[src/dp_core_pkg.sv]
package dp_core_pkg;

    localparam int data_width = 32;
    localparam int reg_addr_width = 5;
    localparam int reg_count = 32;
    localparam int imm_width = 16;

    // destination of a link operation.
    localparam logic [reg_addr_width-1:0] link_reg = 5'd31;

    typedef enum logic [3:0] {
        alu_add = 4'd0,
        alu_sub = 4'd1,
        alu_and = 4'd2,
        alu_or  = 4'd3,
        alu_xor = 4'd4,
        alu_not = 4'd5,  // unary on a.
        alu_sll = 4'd6,
        alu_srl = 4'd7,
        alu_sra = 4'd8
    } alu_op_e;

endpackage
[src/alu.sv]
`timescale 1ns/10ps

module alu (
    input  logic [dp_core_pkg::data_width-1:0] a,
    input  logic [dp_core_pkg::data_width-1:0] b,
    input  dp_core_pkg::alu_op_e               op,
    output logic [dp_core_pkg::data_width-1:0] result,
    output logic                               carry,
    output logic                               sign,
    output logic                               zero
);

    logic [dp_core_pkg::data_width:0] sum;  // one extra bit for carry out.
    logic [4:0]                       amount;

    assign amount = b[4:0];

    always_comb begin
        sum = '0;
        carry = 1'b0;
        case (op)
            dp_core_pkg::alu_add: begin
                sum = {1'b0, a} + {1'b0, b};
                result = sum[dp_core_pkg::data_width-1:0];
                carry = sum[dp_core_pkg::data_width];
            end
            dp_core_pkg::alu_sub: begin
                // top bit of a + ~b + 1 set means no borrow.
                sum = {1'b0, a} + {1'b0, ~b} + 1'b1;
                result = sum[dp_core_pkg::data_width-1:0];
                carry = sum[dp_core_pkg::data_width];
            end
            dp_core_pkg::alu_and: begin
                result = a & b;
            end
            dp_core_pkg::alu_or: begin
                result = a | b;
            end
            dp_core_pkg::alu_xor: begin
                result = a ^ b;
            end
            dp_core_pkg::alu_not: begin
                result = ~a;
            end
            dp_core_pkg::alu_sll: begin
                result = a << amount;
            end
            dp_core_pkg::alu_srl: begin
                result = a >> amount;
            end
            dp_core_pkg::alu_sra: begin
                result = $signed(a) >>> amount;  // keeps the sign bit.
            end
            default: begin
                result = '0;
            end
        endcase
    end

    assign sign = result[dp_core_pkg::data_width-1];
    assign zero = (result == '0);

endmodule

[config.mk]
export PLATFORM = sky130hd
export DESIGN_NAME = alu
export DESIGN_NICKNAME = d
export VERILOG_FILES = /design/src/dp_core_pkg.sv /design/src/alu.sv
export SDC_FILE = /design/constraint.sdc
export NUM_CORES = 1
export LEC_CHECK = 0
export ABC_AREA = 1
export BUFFER_PORTS_ARGS = -buffer_cell sky130_fd_sc_hd__clkbuf_2
export CORE_MARGIN = 4
export CORE_UTILIZATION = 45
export DETAILED_ROUTE_END_ITERATION = 10
export SYNTH_ARGS = -nofsm -noshare
export SYNTH_HDL_FRONTEND = slang
export SYNTH_SLANG_ARGS = --single-unit
[constraint.sdc]
create_clock -name vclk -period 6.3
set_input_delay 1.575 -clock vclk [all_inputs]
set_output_delay 1.575 -clock vclk [all_outputs]
set_load 0.01 [all_outputs]
---- After elaboration in Yosys (flattened, before gate mapping) ----
Cells that the tools add are included.
operators by class
  $add $sub $neg .......................... 3
  eq/ne operators ......................... 8
  shift-type cells ........................ 3
  multiplexer cells ....................... 2
  bitwise logic cells ..................... 5
  reductions and logical operators ........ 2
operators with widths
  operator                 number
  $pmux W32 S9             1
  $add A32 B32 Y33         2
  $not A32 Y32             2
  $add A33 B1 Y33 const B  1
  $and A32 B32 Y32         1
  $logic_not A32 Y1        1
  $or A32 B32 Y32          1
  $shl A32 B5 Y32          1
  $shr A32 B5 Y32          1
  $sshr A32 B5 Y32         1
  $xor A32 B32 Y32         1
  $eq A4 B3 Y1 const B     4
  $eq A4 B2 Y1 const B     2
  $eq A4 B1 Y1 const B     1
  $eq A4 B4 Y1 const B     1
  $logic_not A4 Y1         1
  $pmux W1 S2              1
word-level totals
  register bits ........................... 0
  input port bits ......................... 68
  word-level logic and storage cells ...... 23

---- Logic depth before layout (Yosys ltp) ----
  depth after elaboration ................. 5
  mapped depth ............................ 22
  depth with buffers taken out ............ 21

---- Worst setup path before layout ----
OpenSTA, ideal clock, no wires.
  path kind ............................... input to output
  start point ............................. input port b[4] (netlist bit)
  end point ............................... output port zero
  arrival ................................. 4091 ps
  data required time ...................... 4725 ps
  slack ................................... 634 ps
  stages on the path ...................... 20
  path through ............................ buf_2 > clkinv_1 > clkbuf_1 > ha_1 > buf_2 > nor2_1 > nand3_1 > nand3_1 > nand2_1 > nand2_1 > nand3_1 > nand2_1 > nand2_1 > nand3_1 > nand3_1 > nor2_1 > nand2_1 > nor2_1 > nand2_1 > nor2_1
between the ends
  longest elaborated chain between the ends .. 5
ends and longest elaborated chain
  what                        RTL line   source
  start: declaration          alu.sv:5   input logic [dp_core_pkg::data_width-1:0] b,
  $not A32 Y32                alu.sv:29  sum = {1'b0, a} + {1'b0, ~b} + 1'b1;
  $add A32 B32 Y33            alu.sv:29
  $add A33 B1 Y33             alu.sv:29
  $pmux W32 S9 *              alu.sv:21  case (op)
  named net result (one bit)  alu.sv:7   output logic [dp_core_pkg::data_width-1:0] result,
  $logic_not A32 Y1 *         alu.sv:61  assign zero = (result == '0);
  end: declaration            alu.sv:10  output logic zero
The timed path passes the listed nets; every way through them passes the cells marked *.

---- Final worst setup path ----
  start point ............................. input port a[0] (netlist bit)
  end point ............................... output port zero
between the ends
  longest elaborated chain between the ends .. 4
ends and longest elaborated chain
  what                 RTL line   source
  start: declaration   alu.sv:4   input logic [dp_core_pkg::data_width-1:0] a,
  $add A32 B32 Y33     alu.sv:29
  $add A33 B1 Y33      alu.sv:29
  $pmux W32 S9 *       alu.sv:21
  $logic_not A32 Y1 *  alu.sv:61
Mark *: on every way between the ends. The rest lies on a longest branch, timed or not.

==> summary.txt <==
CP top delay family: simple AND/OR/NAND/NOR gates
Placed Cells: 2,578
Net Sw Frac: 69.7%
Mapped Cells: 2,172
Worst path cell trace: clkbuf_2 > inv_1 > ha_1 > inv_1 > fa_1 > nand2_1 > nand2_1 > and2_1 > nand2_1 > nand3_1 > xor2_1 > nor2_1 > nor2_1 > nand2_1 > nor2_1 > nand2_1 > nor2_1 > nand2_1 > nor2_1 > clkbuf_2
Rows: 55
Yosys top cell by area: nand2_1
CP startpoint kind: input port
Worst path max stage delay: 0.40 ns
Top-area cell type share of the netlist area: 26.1%
CP Capture Type: output port
Rel. slew slack: 40.7%
CP required: 4.72 ns
Slew @ Worst Pin: 0.888 ns
Mean Syn Cell Area: 4.86 um2
Critical Path Fanout Max: 4
Area Growth Syn to Fin: 10.1%
Slew Limit Fails: 0
Gpl congestion: 1.12
Hold Crit Endpoint: carry
Synth area leaders: nand2_1, nand3_1, ha_1
Die width: 161 um
Initial DRT Pass Iterations: 9
Hold Path Class: in2out
Pin count of the biggest net entering global routing: 70
Final wirelength: 54,900 um
MaxCap Viol Count: 0
Top post-synthesis cells by count: nand2_1, nand3_1, inv_1
Outcome: finished clean
RSZ-0062 raised after global routing: false
DP Wirelength: 46,300 um
FFs & Latches: 0
Crit Path Class: in2out
DIE HEIGHT: 161 um
Hold Path Cell Cnt: 7
Non-filler cells, final: 2,578
Global-route wire length before repair: 80,200 um
Per-cell routed wire length: 21.3 um
Net switching power: 739 uW
Data arrival time of the worst path: 4.46 ns
Placed Area: 0.0116 mm2
Share of layout cells above drive strength 1: 11.2%
Final Util: 50.8%
Tot Pwr: 1.06 mW
Warnings, synthesis: 0
Seq/Total Area, Yosys: 0%
Diodes inserted: 0
Internal power: 321 uW
Die area: 0.0260 mm2
Post-DR vias/cell: 5.97
# setup viols final: 0
Fmax achieved: 166 MHz
Core Region: 0.0228 mm2
Cts hold-fix bufs: 0
Clock share of power: 0%
Boundary pin count: 103
Synth cell types: 47
Critical path's slowest cell: fa_1
Vias in the first global route: 13,407
Post-Syn Area: 0.0105 mm2
Period utilisation layout: 95.8%
Port Buffers: 103
DRC violations left: 0
Storage element area: 0 um2
CP dominant cell by count: nand2_1
Power per cell area: 91.2 mW/mm2
Final #Nets: 2,434
Setup TNS: 0 ns
Iter 0 DRT Violations: 2,312
Gr ovfl total: 0
Initial core utilization: 46.2%
Vias: 15,398
Logic pwr share: 100.0%
Design Area, Final: 0.0116 mm2
Number of clock-tree buffers in the layout: 0
Reg power frac: 0%
Syn_nets: 2,339
Pleak: 6.71 nW
Hold_sp: b[31]
Final Critical Period: 6.03 ns
Final Hold Viols: 0
GRT Overall Usage: 39.6%
Final antenna-violating net count: 0
Cell with the most instances after synthesis: nand2_1
Initial antenna violation count: 0
Worst VDD drop: 0.0591 mV
CP Buf/Inv Count: 4
==> kinds of logic (layout without fill, tap and decap cells) <==
logic type	count (synthesis)	in the layout	share of synthesized area, %
adders and majority gates	99	99	11.9
and+or+nand+nor	1455	1455	60.1
AOI/OAI and AO/OA	221	221	12.1
xor gates and xnor gates	3	3	0.249
buffers and inverters	394	487	15.7
==> layer usage <==
metal	track usage (%)	share of wire [%]	wire length [um]
met3	5.26	12	6780
met1	55.1	40	22100
met2	60.7	41	22700
met5	0	0	0
met4	17.9	6.0	3310
==> final cells by class <==
| cell class | instances | area (um2) |
|---|---|---|
| multi-input cells | 1778 | 8910 |
| fillers | 2641 | 11200 |
| repair buffers | 187 | 1180 |
| well taps | 313 | 392 |
| inverters | 300 | 1130 |
==> metrics by stage <==
step | hold slack [ns] | setup slack (ns)
final | 3.76 | 0.265
after CTS | 3.75 | 0.245
after floorplan | 3.43 | 0.634
after global routing | 3.82 | 0.0239
after detailed placement | 3.75 | 0.251
after global placement | 3.76 | 0.157
==> power by group through the flow <==
stage	Combinational, mW	Sequential [mW]	Clock [mW]
after detailed placement	1.02	0	0
after global routing	1.14	0	0
after CTS	1.02	0	0
final	1.06	0	0
after floorplan	0.638	0	0
after global placement	1.01	0	0
==> worst max path at each step <==
stage	end	start	cells past startpoint	slack [ns]
finish	zero	a[0]	20	0.27
global route	zero	a[12]	19	0.02
CTS	zero	b[18]	18	0.25
detailed placement	zero	b[18]	18	0.25
global placement	zero	b[18]	18	0.16
floorplan	zero	b[4]	20	0.63
==> layout by cell type (no fill, tap or decap), types with 4 or more instances in the layout <==
master | Yosys | final
nand2_1 | 732 | 732
nand3_1 | 400 | 399
inv_1 | 285 | 285
nor2_1 | 196 | 196
clkbuf_2 | 1 | 103
ha_1 | 97 | 96
buf_4 | 17 | 81
a21oi_1 | 71 | 71
o21ai_0 | 55 | 55
nand4_1 | 34 | 34
o22ai_1 | 33 | 33
nand2_2 | 20 | 20
nor3_1 | 19 | 19
o21ai_1 | 18 | 18
o211ai_1 | 18 | 18
and2_1 | 14 | 14
inv_2 | 13 | 13
o21bai_1 | 10 | 10
nor2_2 | 9 | 9
nand3_2 | 7 | 8
nand3b_1 | 6 | 6
o221ai_1 | 5 | 5
nor2_4 | 4 | 4
==> timing repair <==
item	in CTS	in global routing
endpoints found under the setup margin	0	1
gates resized for setup	0	3
buffers inserted	0	0
==> tightest hold or removal path, cell delays in order <==
cell and delay [ns]:
clkbuf_2 0.09, ha_1 0.13, inv_1 0.06, nand3_1 0.08, nand2_1 0.05, nand2_1 0.07, clkbuf_2 0.13
No activity file was read; power rests on OpenSTA's default activity.
