--- config.mk ---
export PLATFORM = sky130hd
export DESIGN_NAME = register_file
export DESIGN_NICKNAME = d
export VERILOG_FILES = /design/src/dp_core_pkg.sv /design/src/register_file.sv
export SDC_FILE = /design/constraint.sdc
export NUM_CORES = 2
export LEC_CHECK = 0
export BUFFER_PORTS_ARGS = -buffer_cell sky130_fd_sc_hd__buf_4
export CAP_MARGIN = 0
export CELL_PAD_IN_SITES_DETAIL_PLACEMENT = 1
export CELL_PAD_IN_SITES_GLOBAL_PLACEMENT = 1
export CORE_ASPECT_RATIO = 0.7
export CORE_MARGIN = 2
export CORE_UTILIZATION = 30
export DETAILED_ROUTE_END_ITERATION = 8
export GPL_TIMING_DRIVEN = 0
export PLACE_DENSITY = 0.55
export SETUP_SLACK_MARGIN = 0.1
export SLEW_MARGIN = 20
export SYNTH_ARGS = -nofsm -noshare
export SYNTH_HDL_FRONTEND = slang
export SYNTH_SLANG_ARGS = --single-unit
export TNS_END_PERCENT = 100
--- constraint.sdc ---
create_clock -name clk -period 1.5 [get_ports clk]
set_input_delay 0.075 -clock clk [delete_from_list [all_inputs] [get_ports clk]]
set_output_delay 0.075 -clock clk [all_outputs]
set_load 0.01 [all_outputs]
--- src/dp_core_pkg.sv ---
package dp_core_pkg;

    localparam int data_width = 32;
    localparam int reg_addr_width = 5;
    localparam int reg_count = 32;
    localparam int imm_width = 16;

    // destination of a link operation.
    localparam logic [reg_addr_width-1:0] link_reg = 5'd31;

    typedef enum logic [3:0] {
        alu_add = 4'd0,
        alu_sub = 4'd1,
        alu_and = 4'd2,
        alu_or  = 4'd3,
        alu_xor = 4'd4,
        alu_not = 4'd5,  // unary on a.
        alu_sll = 4'd6,
        alu_srl = 4'd7,
        alu_sra = 4'd8
    } alu_op_e;

endpackage
--- src/register_file.sv ---
`timescale 1ns/10ps

module register_file (
    input  logic                                    clk,
    input  logic                                    rst_n,
    input  logic [dp_core_pkg::reg_addr_width-1:0]  rd_addr_a,
    input  logic [dp_core_pkg::reg_addr_width-1:0]  rd_addr_b,
    input  logic [dp_core_pkg::reg_addr_width-1:0]  wr_addr,
    input  logic                                    wr_en,
    input  logic [dp_core_pkg::data_width-1:0]      wr_data,
    output logic [dp_core_pkg::data_width-1:0]      rd_data_a,
    output logic [dp_core_pkg::data_width-1:0]      rd_data_b
);

    logic [dp_core_pkg::data_width-1:0] regs [dp_core_pkg::reg_count];

    always_ff @(posedge clk or negedge rst_n) begin
        if (!rst_n) begin
            for (int i = 0; i < dp_core_pkg::reg_count; i++) begin
                regs[i] <= '0;
            end
        end else if (wr_en) begin
            regs[wr_addr] <= wr_data;  // r0 is writable too.
        end
    end

    // reads see the old value during a write cycle.
    assign rd_data_a = regs[rd_addr_a];
    assign rd_data_b = regs[rd_addr_b];

endmodule

## Word level (Yosys, flattened, before mapping)

Cells that the tools add are included.

| word-level totals | value |
|---|---|
| output and inout port bits | 64 |
| word-level logic and storage cells | 49 |
| flip-flop bits (word level) | 1024 |

| cells by class | value |
|---|---|
| bitwise operators | 3 |
| magnitude comparators | 4 |
| reduce and logical (&&, ||, !) cells | 1 |
| multiplexer cells | 9 |

Operator list:

| kind | number |
|---|---|
| 1024-bit bitwise mux | 1 |
| 32-bit binary-select mux with 5-bit select | 2 |
| 32-bit demux with 5-bit select | 1 |
| 32-bit 2-to-1 mux | 5 |
| 6-bit >= comparator, second input constant | 3 |
| 5-bit inverter with 6-bit output | 3 |
| 6-bit by 1-bit less-than comparator with 1-bit output, second input constant | 1 |
| 1-bit logical AND | 1 |

## Longest topological paths before layout

| logic depth | value |
|---|---|
| depth in word-level cells | 6 |
| mapped depth | 8 |
| depth with buffers taken out | 5 |

## Least setup slack after synthesis

No wires, ideal clock.

| timing path | value |
|---|---|
| kind | input -> output |
| from | input port rd_addr_b[1] (netlist bit) |
| to | output port rd_data_b[16] (netlist bit) |
| slack | 0.104 ns |
| arrival time | 1.321 ns |
| cell stages on the path | 8 |
| path through | buf_2 > buf_4 > buf_2 > buf_2 > mux2i_1 > nand2_1 > a31oi_1 > nand3_1 |

| on the way | value |
|---|---|
| longest elaborated chain between the ends | 4 |

RTL lines:

| element | line | source |
|---|---|---|
| start, declared | register_file.sv:7 | `input logic [dp_core_pkg::reg_addr_width-1:0] rd_addr_b,` |
| 5-bit inverter with 6-bit output (not written as such) | register_file.sv:29 | `assign rd_data_b = regs[rd_addr_b];` |
| 32-bit binary-select mux with 5-bit select | register_file.sv:29 |  |
| 32-bit 2-to-1 mux (not written as such) (2 in series) | register_file.sv:29 |  |
| end, declared | register_file.sv:12 | `output logic [dp_core_pkg::data_width-1:0] rd_data_b` |

Every way passes these cells. The select of a mux whose other input is x is not followed.

## Final worst setup path

| timing path | value |
|---|---|
| from | register regs[1013] (netlist bit) |
| to | output port rd_data_a[21] (netlist bit) |

| on the way | value |
|---|---|
| longest elaborated chain between the ends | 3 |

RTL lines:

| element | line | source |
|---|---|---|
| start, declared | register_file.sv:15 | `logic [dp_core_pkg::data_width-1:0] regs [dp_core_pkg::reg_count];` |
| start signal, assigned by index | register_file.sv:23 | `regs[wr_addr] <= wr_data;` |
| 32-bit binary-select mux with 5-bit select | register_file.sv:28 | `assign rd_data_a = regs[rd_addr_a];` |
| 32-bit 2-to-1 mux (not written as such) (2 in series) | register_file.sv:28 |  |
| end, declared | register_file.sv:11 | `output logic [dp_core_pkg::data_width-1:0] rd_data_a,` |

Every way passes these cells. The select of a mux whose other input is x is not followed.

==> flow_summary.toml <==
[status]
status = "finished, violations left"
violations = "hold timing, setup timing"

[floorplan]
dieArea_um2 = 191000
pin_count = 114
initial_core_util = 0.3030
core_area_um2 = 185600
num_rows = 132
die_w_um = 521.5
die_h_um = 366.3

[route]
vias_per_cell = 5.533
wl_mm = 237.8
first_pass_iters = 5
ant_nets = 0
route.detailed.drc = 0
wire_per_inst_um = 31.89
num_vias = 41250
drt_iter0_markers = 3115

[clock_tree]
cts_root_buf = "clkbuf_16"
cts_buffers = 108
htree_levels = 3
clk_latency_ns = 0.72
cts_tree = "yes"
cts.sinks = 1024
hold_buffers = 32
clk_pin_slew_ns = 0.06
ctsLongestPathBuffers = 3

[power]
p_per_area_nw_per_um2 = 1274
ir_drop_mv = 0.9608
p_total_mw = 85.18
p_leak_nw = 30.95

[synth]
synthAdderAreaFrac = 0
synthTopCellsByCount = "dfrtp_1, mux2i_1, mux2_2, nand2_1, nand3_1"
synth_compound_area_frac = 0.06976
yosys-top-cells-area = "dfrtp_1, mux2_2, mux2i_1"
ys_types = 28
synth_seq_cells = 1024
ys.flop_type = "dfrtp_1"
yosysTopAreaCell = "dfrtp_1"
synth-simple-area-share = 0.04378
synth_top_family_by_area = "multiplexers"
syn-cell-area_um2 = 56250
yosys_warnings = 0
syn_avg_cell_area_um2 = 12.21
synth_seq_area_share = 0.4556
synthArstFlopShare = 1.000
synth_cells = 4605
synth.area.mux_share = 0.3872
synth_edf_count = 0
syn-num-nets = 4655
synth_top_area_frac = 0.4556
synth-xor-area-share = 0

[worst_setup_path]
ff2ff_path_depth = 2
start_kind = "register"
cp.required_ns = 1.42
crit_arrival_ns = 2.24
cp_max_fo = 3
rrSetupSlack_ns = 0.60
crit_start = "regs[1013]"
critPathCaptureType = "output port"
r2r_end = "regs[1017]"
crit_type = "register to output port"
r2r-start = "regs[1017]"

[global_routing]
grt_pass1_wl_mm = 328.1
antenna_found_initial = 13
globalRoute.totalOverflow = 0
grt_max_degree = 136
track_usage = 0.2433
grt_pass1_vias = 42390

[sta]
finalCritPeriodShare = 1.543
skew_ns = 0
finalHoldViolCount = 190
layout_min_cycle_time_ns = 2.314
fmax_mhz = 432.2
setup_tns_ns = -43.89
slew_violations = 0
setup_slack_ns = -0.8139
setup_viol = 64
tightest_slew_ns = 0.8217
maxSlewHeadroom = 0.4522
rsz0062_at_grt = "true"
finalHoldWorstSlack_ns = -0.7506

[layout]
stdcell_count = 7455
largestRegisters = "regs (1024)"
largest_reg_flops = 1024
final_nets = 4931
fin_util = 0.3601
largest_register = "regs"
syn2layout_area_growth_pct = 18.84
nFillCells = 19700
drive_gt1_frac = 0.3618

[place]
gp_congestion = 0.9381
dpl.hpwl_mm = 187.4
place_inst = 7208
port-buffer-count = 111

[job]
maxCapViolCount = 0

[hold_path]
hp-class = "input port to async pin"
[power breakdown]
| part | internal [mW] | switching, mW | total [mW] | leakage [nW] |
|---|---|---|---|---|
| Sequential | 33.1 | 4.20 | 37.3 | 13.1 |
| Clock | 16.8 | 12.2 | 29.1 | 1.84 |
| Combinational | 9.14 | 9.72 | 18.9 | 16.0 |
[cell type report]
| type | instances | area [µm²] | area share |
|---|---|---|---|
| diodes | 9 | 22.52 | 0.0003370 |
| well taps | 2479 | 3102 | 0.04641 |
| multi-input cells | 3137 | 29480 | 0.4410 |
| plain buffers | 442 | 2962 | 0.04431 |
| flip-flops and latches | 1024 | 25620 | 0.3834 |
| clock inverters | 36 | 493.0 | 0.007376 |
| clock buffers | 160 | 3222 | 0.04820 |
| repair buffers | 168 | 1936 | 0.02896 |
[critical path: stages, from the launching register on]
cell,delay [ns]
dfrtp_1,0.40
mux2i_1,0.17
a22o_1,0.21
nor3_4,0.07
a31oi_1,0.19
nand3_2,0.25
buf_6,0.21
[per-layer routing]
| metal | share of wire | track usage | up-vias |
|---|---|---|---|
| li1 | - | - | 17610 |
| met4 | 0.028 | 0.06122 | 8 |
| met5 | 0.00019 | 0 | - |
| met1 | 0.49 | 0.3711 | 22160 |
| met3 | 0.076 | 0.05533 | 264 |
| met2 | 0.40 | 0.3402 | 1210 |
[metrics by stage]
| step | setup slack (ns) | hold slack [ns] | area, µm² |
|---|---|---|---|
| 2_1_floorplan | 0.1043 | -0.2206 | 56250 |
| 3_3_place_gp | -12.63 | 0.4006 | 60180 |
| 3_5_place_dp | -1.812 | 0.008119 | 60560 |
| 4_1_cts | -0.8364 | -0.7486 | 66450 |
| 5_1_grt | -0.8935 | -0.7281 | 66820 |
| 6_report | -0.8139 | -0.7506 | 66840 |
[how the worst max path moves through the flow]
stage,end,slack (ns),depth (start not counted)
final,rd_data_a[21],-0.81,6
after CTS,rd_data_a[21],-0.84,6
after floorplan,rd_data_b[16],0.10,8
after detailed placement,rd_data_b[27],-1.81,9
after global routing,rd_data_a[22],-0.89,6
after global placement,regs[867],-12.63,1
[timing repair]
action | CTS | global route
pin swaps | 70 | 71
buffers inserted | 1 | 7
endpoints found under the setup margin | 450 | 252
cloned | 3 | 1
resized for setup | 469 | 86
endpoints found under the hold margin | 251 | 187
[kinds of logic (layout without fill, tap and decap cells)]
kind of cell / Yosys count / count (layout)
other: 0 / 9
multiplexers: 2048 / 2048
flip-flops: 1024 / 1024
AND/OR/NAND/NOR: 513 / 513
buffers and inverters: 444 / 806
AO/OA/AOI/OAI: 576 / 576
[cell usage in the layout (no fill, tap or decap), drive strengths merged, types with 2 or more instances in the layout]
master | synthesis | routed
a22oi | 192 | 192
nor3b | 4 | 4
clkinv | 0 | 21
nand3 | 194 | 194
nor2 | 19 | 19
and2 | 2 | 2
mux2 | 1024 | 1024
dlygate4sd3 | 0 | 32
a21oi | 192 | 192
diode | 0 | 9
clkbuf | 190 | 352
nor3 | 65 | 65
nand2 | 211 | 211
bufbuf | 0 | 3
bufinv | 0 | 12
or2 | 3 | 3
clkinvlp | 0 | 2
nor2b | 4 | 4
mux2i | 1024 | 1024
a31oi | 64 | 64
nand3b | 4 | 4
clkdlybuf4s15 | 0 | 2
dfrtp | 1024 | 1024
nand2b | 4 | 4
buf | 254 | 380
a22o | 128 | 128
Note: power is estimated with default switching activity, not from simulation.
