`src/dp_bus_pkg.sv`:
```
package dp_bus_pkg;

    localparam int mem_words = 64;
    localparam int mem_index_width = $clog2(mem_words);
    localparam int mem_addr_width = 32;  // byte address.
    localparam int apb_data_width = 32;

    typedef enum logic [1:0] {
        idle   = 2'd0,
        setup  = 2'd1,
        access = 2'd2
    } apb_phase_e;

    typedef enum logic [1:0] {
        own_none = 2'd0,
        own_core = 2'd1,
        own_host = 2'd2
    } owner_e;

endpackage

```
`src/mem_arbiter.sv`:
```
`timescale 1ns/10ps

module mem_arbiter (
    input  logic                                   clk,
    input  logic                                   rst_n,
    input  logic                                   core_psel,
    input  logic                                   core_penable,
    input  logic                                   core_pwrite,
    input  logic [dp_bus_pkg::mem_addr_width-1:0]  core_paddr,
    input  logic [dp_bus_pkg::apb_data_width-1:0]  core_pwdata,
    output logic [dp_bus_pkg::apb_data_width-1:0]  core_prdata,
    output logic                                   core_pready,
    output logic                                   core_pslverr,
    input  logic                                   host_psel,
    input  logic                                   host_penable,
    input  logic                                   host_pwrite,
    input  logic [dp_bus_pkg::mem_addr_width-1:0]  host_paddr,
    input  logic [dp_bus_pkg::apb_data_width-1:0]  host_pwdata,
    output logic [dp_bus_pkg::apb_data_width-1:0]  host_prdata,
    output logic                                   host_pready,
    output logic                                   host_pslverr,
    output logic                                   mem_psel,
    output logic                                   mem_penable,
    output logic                                   mem_pwrite,
    output logic [dp_bus_pkg::mem_addr_width-1:0]  mem_paddr,
    output logic [dp_bus_pkg::apb_data_width-1:0]  mem_pwdata,
    input  logic [dp_bus_pkg::apb_data_width-1:0]  mem_prdata,
    input  logic                                   mem_pready,
    input  logic                                   mem_pslverr
);

    dp_bus_pkg::owner_e     owner;
    dp_bus_pkg::apb_phase_e phase;  // memory side phase.
    logic                   last_host;
    logic                   core_own;
    logic                   host_own;

    assign core_own = (owner == dp_bus_pkg::own_core);
    assign host_own = (owner == dp_bus_pkg::own_host);

    always_ff @(posedge clk or negedge rst_n) begin
        if (!rst_n) begin
            owner <= dp_bus_pkg::own_none;
            phase <= dp_bus_pkg::idle;
            last_host <= 1'b1;  // core wins the first tie.
        end else begin
            case (phase)
                dp_bus_pkg::idle: begin
                    if (core_psel && (!host_psel || last_host)) begin
                        owner <= dp_bus_pkg::own_core;
                        phase <= dp_bus_pkg::setup;
                        last_host <= 1'b0;
                    end else if (host_psel) begin
                        owner <= dp_bus_pkg::own_host;
                        phase <= dp_bus_pkg::setup;
                        last_host <= 1'b1;
                    end
                end
                dp_bus_pkg::setup: begin
                    phase <= dp_bus_pkg::access;
                end
                dp_bus_pkg::access: begin
                    if (mem_pready) begin  // grant ends with the transfer.
                        owner <= dp_bus_pkg::own_none;
                        phase <= dp_bus_pkg::idle;
                    end
                end
                default: begin
                    owner <= dp_bus_pkg::own_none;
                    phase <= dp_bus_pkg::idle;
                end
            endcase
        end
    end

    // memory sees the owner's transfer one cycle after the grant.
    assign mem_psel = core_own | host_own;
    assign mem_penable = (phase == dp_bus_pkg::access) &&
                         (host_own ? host_penable : core_penable);
    assign mem_pwrite = host_own ? host_pwrite : core_pwrite;
    assign mem_paddr = host_own ? host_paddr : core_paddr;
    assign mem_pwdata = host_own ? host_pwdata : core_pwdata;

    assign core_prdata = core_own ? mem_prdata : '0;
    assign core_pready = core_own & mem_pready;
    assign core_pslverr = core_own & mem_pslverr;
    assign host_prdata = host_own ? mem_prdata : '0;
    assign host_pready = host_own & mem_pready;  // others wait in access.
    assign host_pslverr = host_own & mem_pslverr;

endmodule

```
`config.mk`:
```
export PLATFORM = sky130hd
export DESIGN_NAME = mem_arbiter
export DESIGN_NICKNAME = d
export VERILOG_FILES = /design/src/dp_bus_pkg.sv /design/src/mem_arbiter.sv
export SDC_FILE = /design/constraint.sdc
export NUM_CORES = 1
export LEC_CHECK = 0
export BUFFER_PORTS_ARGS = -buffer_cell sky130_fd_sc_hd__buf_2
export CORE_AREA = 2 2 118 120
export CTS_BUF_LIST = sky130_fd_sc_hd__clkbuf_2
export DETAILED_ROUTE_END_ITERATION = 12
export DIE_AREA = 0 0 120 122
export PLACE_DENSITY = 0.46
export SLEW_MARGIN = 30
export SYNTH_ARGS = -nofsm -noshare
export SYNTH_HDL_FRONTEND = slang
export SYNTH_SLANG_ARGS = --single-unit
```
`constraint.sdc`:
```
create_clock -name clk -period 1.74 [get_ports clk]
set_input_delay 0.174 -clock clk [delete_from_list [all_inputs] [get_ports clk]]
set_output_delay 0.174 -clock clk [all_outputs]
set_load 0.1 [all_outputs]
```
# == Word level (Yosys, flattened, before mapping) ==
# Index checks and enable logic that the tools add are counted.
# totals
reg_bits,5
input_bits,170
out_inout_bits,135
wordCells,39
# op_classes
n_eq_ne,6
mux,15
bitwise,6
reduce_logical,9
# ops
cell,count
$mux W32,4
$pmux W2 S3,2
$mux W2,5
$and A1 B1 Y1,4
$eq A2 B1 Y1 const B,2
$eq A2 B2 Y1 const B,2
$mux W1,4
$reduce_and A2 Y1,2
$ne A3 B3 Y1 const B,1
$reduce_and A3 Y1,1
$logic_and A1 B1 Y1,2
$logic_not A2 Y1,1
$ne A2 B2 Y1 const B,1
$reduce_bool A2 Y1,1
$logic_not A1 Y1,1
$logic_or A1 B1 Y1,1
$not A1 Y1,1
$or A1 B1 Y1,1

# == Longest topological paths before layout ==
# logic_depth
depth_word,5
depth_mapped,6
mapped_depth_nobuf,4

# == Worst setup path after synthesis ==
# No wires, ideal clock.
# synth_timing
kind,flip-flop to output port
from,register owner[0]
to,output port mem_penable
arrival_ns,2.179
required_time_ns,1.566
setup_slack_ns,-0.613
stages_incl_launch_ff,7
n_path_buf,2
path_cell_list,dfrtp_1 inv_1 ha_1 buf_6 buf_12 mux2i_1 nor3_2
# synth_between
elab_chain_len,3
# synth_lines
item,line_no,source
from (decl),mem_arbiter.sv:32,dp_bus_pkg::owner_e owner;
from (signal assigned),mem_arbiter.sv:43,owner <= dp_bus_pkg::own_none;
from (signal assigned),mem_arbiter.sv:50,owner <= dp_bus_pkg::own_core;
from (signal assigned),mem_arbiter.sv:54,owner <= dp_bus_pkg::own_host;
$eq A2 B2 Y1,mem_arbiter.sv:39,assign host_own = (owner == dp_bus_pkg::own_host);
$mux W1,mem_arbiter.sv:79,(host_own ? host_penable : core_penable);
$logic_and A1 B1 Y1,mem_arbiter.sv:78,assign mem_penable = (phase == dp_bus_pkg::access) &&
to (decl),mem_arbiter.sv:23,"output logic mem_penable,"
# No other way between the ends.

# == Final worst setup path ==
# layout_timing
from,register owner[0]
to,output port mem_pwdata[21] in the netlist's numbering
# layout_between
elab_chain_len,2
# layout_lines
item,line_no,source
$eq A2 B2 Y1,mem_arbiter.sv:39,
$mux W32,mem_arbiter.sv:82,assign mem_pwdata = host_own ? host_pwdata : core_pwdata;
to (decl),mem_arbiter.sv:26,"output logic [dp_bus_pkg::apb_data_width-1:0] mem_pwdata,"
# No other way between the ends.

==> out/results.tsv <==
metric	value	unit
status	finished with violations	
violations	negative setup slack	
worstPathMaxFanout	6	
die_y	122	um
drtIter0Drc	45	
r2r_cells	4	
leakagePower	3.07	nW
worst-path-stages	6	
groute.usage.overall	14.9	%
synth_edf_count	0	
grt_first_pass_wirelength	16700	um
hpwl	9500	um
routed_wl	12000	um
async_reset_ff_share	100	%
drive_gt1_share	95.4	%
synth_common_cells	and2_1 (68), mux2_4 (65), buf_12 (7)	
clockRootBuffer	clkbuf_2	
dieArea	0.0146	mm^2
via_per_inst	3.90	
syn_area	0.00187	mm^2
critPathBufInv	4	
critPathCaptureType	output port	
die_w	120	um
r2r_end	owner[1]	
hold_viol	0	
fin_nets	678	
grt_pass1_vias	2905	
gp_congestion	0.839	
cpPeakStageDelay	390	ps
via_count	2669	
peakVddDrop	1.05	mV
cpLargestDelayFamily	buffers and inverters	
r2r-start	owner[1]	
grt_max_degree	18	
period_share	106	%
wire_per_inst	17.5	um
cts_sinks	5	
reg2reg_slack	650	ps
relSlewSlack	67.0	%
powerDensity	2000	mW/mm^2
cap_violations	0	
yosys.area.top_type_share	52.2	%
ys_seq_area_share	6.76	%
yosys_most_used_dff	dfrtp_1	
fp.coreArea	0.0135	mm^2
synthesis.instances	176	
syn_area_per_cell	10.6	um^2
cts-htree-levels	1	
first_pass_iters	4	
timing.fmax	541	MHz
fin_cells	685	
crit_path_start_kind	flip-flop	
dpl_worst_slack	50.2	ps
path_clk_slew	70	ps
n_antenna_cell	0	
start_util	13.8	%
min_from	core_psel	
yosysMostFrequentCell	and2_1	
drc	0	
min_path_type	input pin to flip-flop	
setup-tns-final	-7320	ps
syn_to_final_growth	237	%
ys_warn_count	0	
fin_crit	1850	ps
rsz0062_at_grt	true	
slew_viol_final	0	
fin_hold_ws	166	ps
dpl.cell_count	653	
worst_pin_slew	499	ps
cts_tree	yes	
clkLatencyLatePin	230	ps
io_buffers	304	
netlist_top_cells_area	mux2_4 (52%), and2_1 (23%), buf_12 (7.5%), dfrtp_1 (5.4%), dfstp_2 (1.4%)	
design_area	0.00630	mm^2
critPathKind	flip-flop to output port	
syn_nets	348	
clock_skew	17.8	ps
cts_made_buffers	3	
synth_seq_cells	5	
slowest_stage	dfrtp_1	
finalCoreUtilization	46.6	%
setup_viol	130	
required	1570	ps
p_total	12.6	mW
clockBufferDepth	2	
critPathArrivalTime	1680	ps
drtAntennaViolNets	0	
io_pins	305	
placed_cell_area	0.00564	mm^2
synthDistinctLibCells	22	
grt_overflow	0	
rows	43	
yosys.area.top_type	mux2_4	
path_cells	inv_2 > ha_4 > buf_12 > clkbuf_16 > mux2_4 > buf_12	
fin_ws	-109	ps
holdPathStages	2	
hold_end	last_host	
antenna_found_initial	0	
crit_top_cell	buf_12	
kinds of logic after synthesis:
logic type	synth area share, %
adder cells (fa/ha/maj)	1.34
flip-flops	6.77
multiplexers	53.3
buffers and inverters	10.5
AND/OR/NAND/NOR	24.0
AO/OA/AOI/OAI	4.02
repair_timing:
item                                   4_1_cts  5_1_grt
gates resized for setup                     91        3
cloned                                       8        5
endpoints found under the hold margin        5        0
hold buffers                                 1        0
buffers inserted                            14        2
setup endpoints to repair                  134      134
pin swaps                                    1        0
area by class of cell:
class | instances | area, um^2
clock buffer | 4 | 20.0
sequential | 5 | 126
tap | 180 | 225
fill | 1242 | 7210
timing repair buffer | 339 | 4160
multi-input combinational | 152 | 1750
inverter | 5 | 21.3
per-layer routing:
| metal | track usage, % | share of wire [%] | up-vias |
|---|---|---|---|
| met3 | 4.40 | 9.1 | 6 |
| met2 | 28.2 | 53 | 160 |
| met5 | 0 | 0 | - |
| li1 | - | - | 1261 |
| met4 | 1.69 | 0.64 | 0 |
| met1 | 17.0 | 37 | 1242 |
placed cells by master, fill, tap and decap left out, types with 2 or more instances in the layout:
cell | synthesis | layout
buf_2 | 0 | 170
and2_4 | 0 | 66
clkbuf_2 | 3 | 4
clkbuf_16 | 0 | 5
and2_2 | 0 | 2
buf_16 | 0 | 9
buf_6 | 1 | 7
buf_4 | 0 | 7
buf_12 | 7 | 138
inv_1 | 5 | 3
buf_8 | 0 | 2
o211ai_1 | 2 | 2
nor2_1 | 2 | 2
o21ai_0 | 3 | 3
ha_4 | 0 | 2
mux2_4 | 65 | 65
dfrtp_1 | 4 | 4
flip-flops by register name, summed over array words and instances (netlist names):
name	count
owner	2
phase	2
last_host	1
worst max-delay path by stage:
stage | slack, ps | start | endpoint
detailed placement | 50 | owner[0] | mem_paddr[28]
global route | -180 | owner[0] | mem_pwdata[24]
finish | -110 | owner[0] | mem_pwdata[21]
CTS | -140 | owner[0] | mem_pwdata[12]
floorplan | -220 | owner[0] | mem_penable
global placement | 70 | owner[0] | mem_penable
worst register-to-register path, cell delays in order (launching register included):
cell     delay (ps)
dfrtp_1         420
buf_4           160
inv_4            60
nor2_1           50
o311a_1         280
report_power, final:
| part | internal [mW] | leakage [nW] | switching [mW] | total (mW) |
|---|---|---|---|---|
| logic | 4.97 | 3.00 | 7.27 | 12.2 |
| clock network | 0.0608 | 0.0166 | 0.0516 | 0.112 |
| registers | 0.179 | 0.0611 | 0.0739 | 0.253 |
| total | 5.21 | 3.07 | 7.40 | 12.6 |
Note: power is estimated with default switching activity, not from simulation.
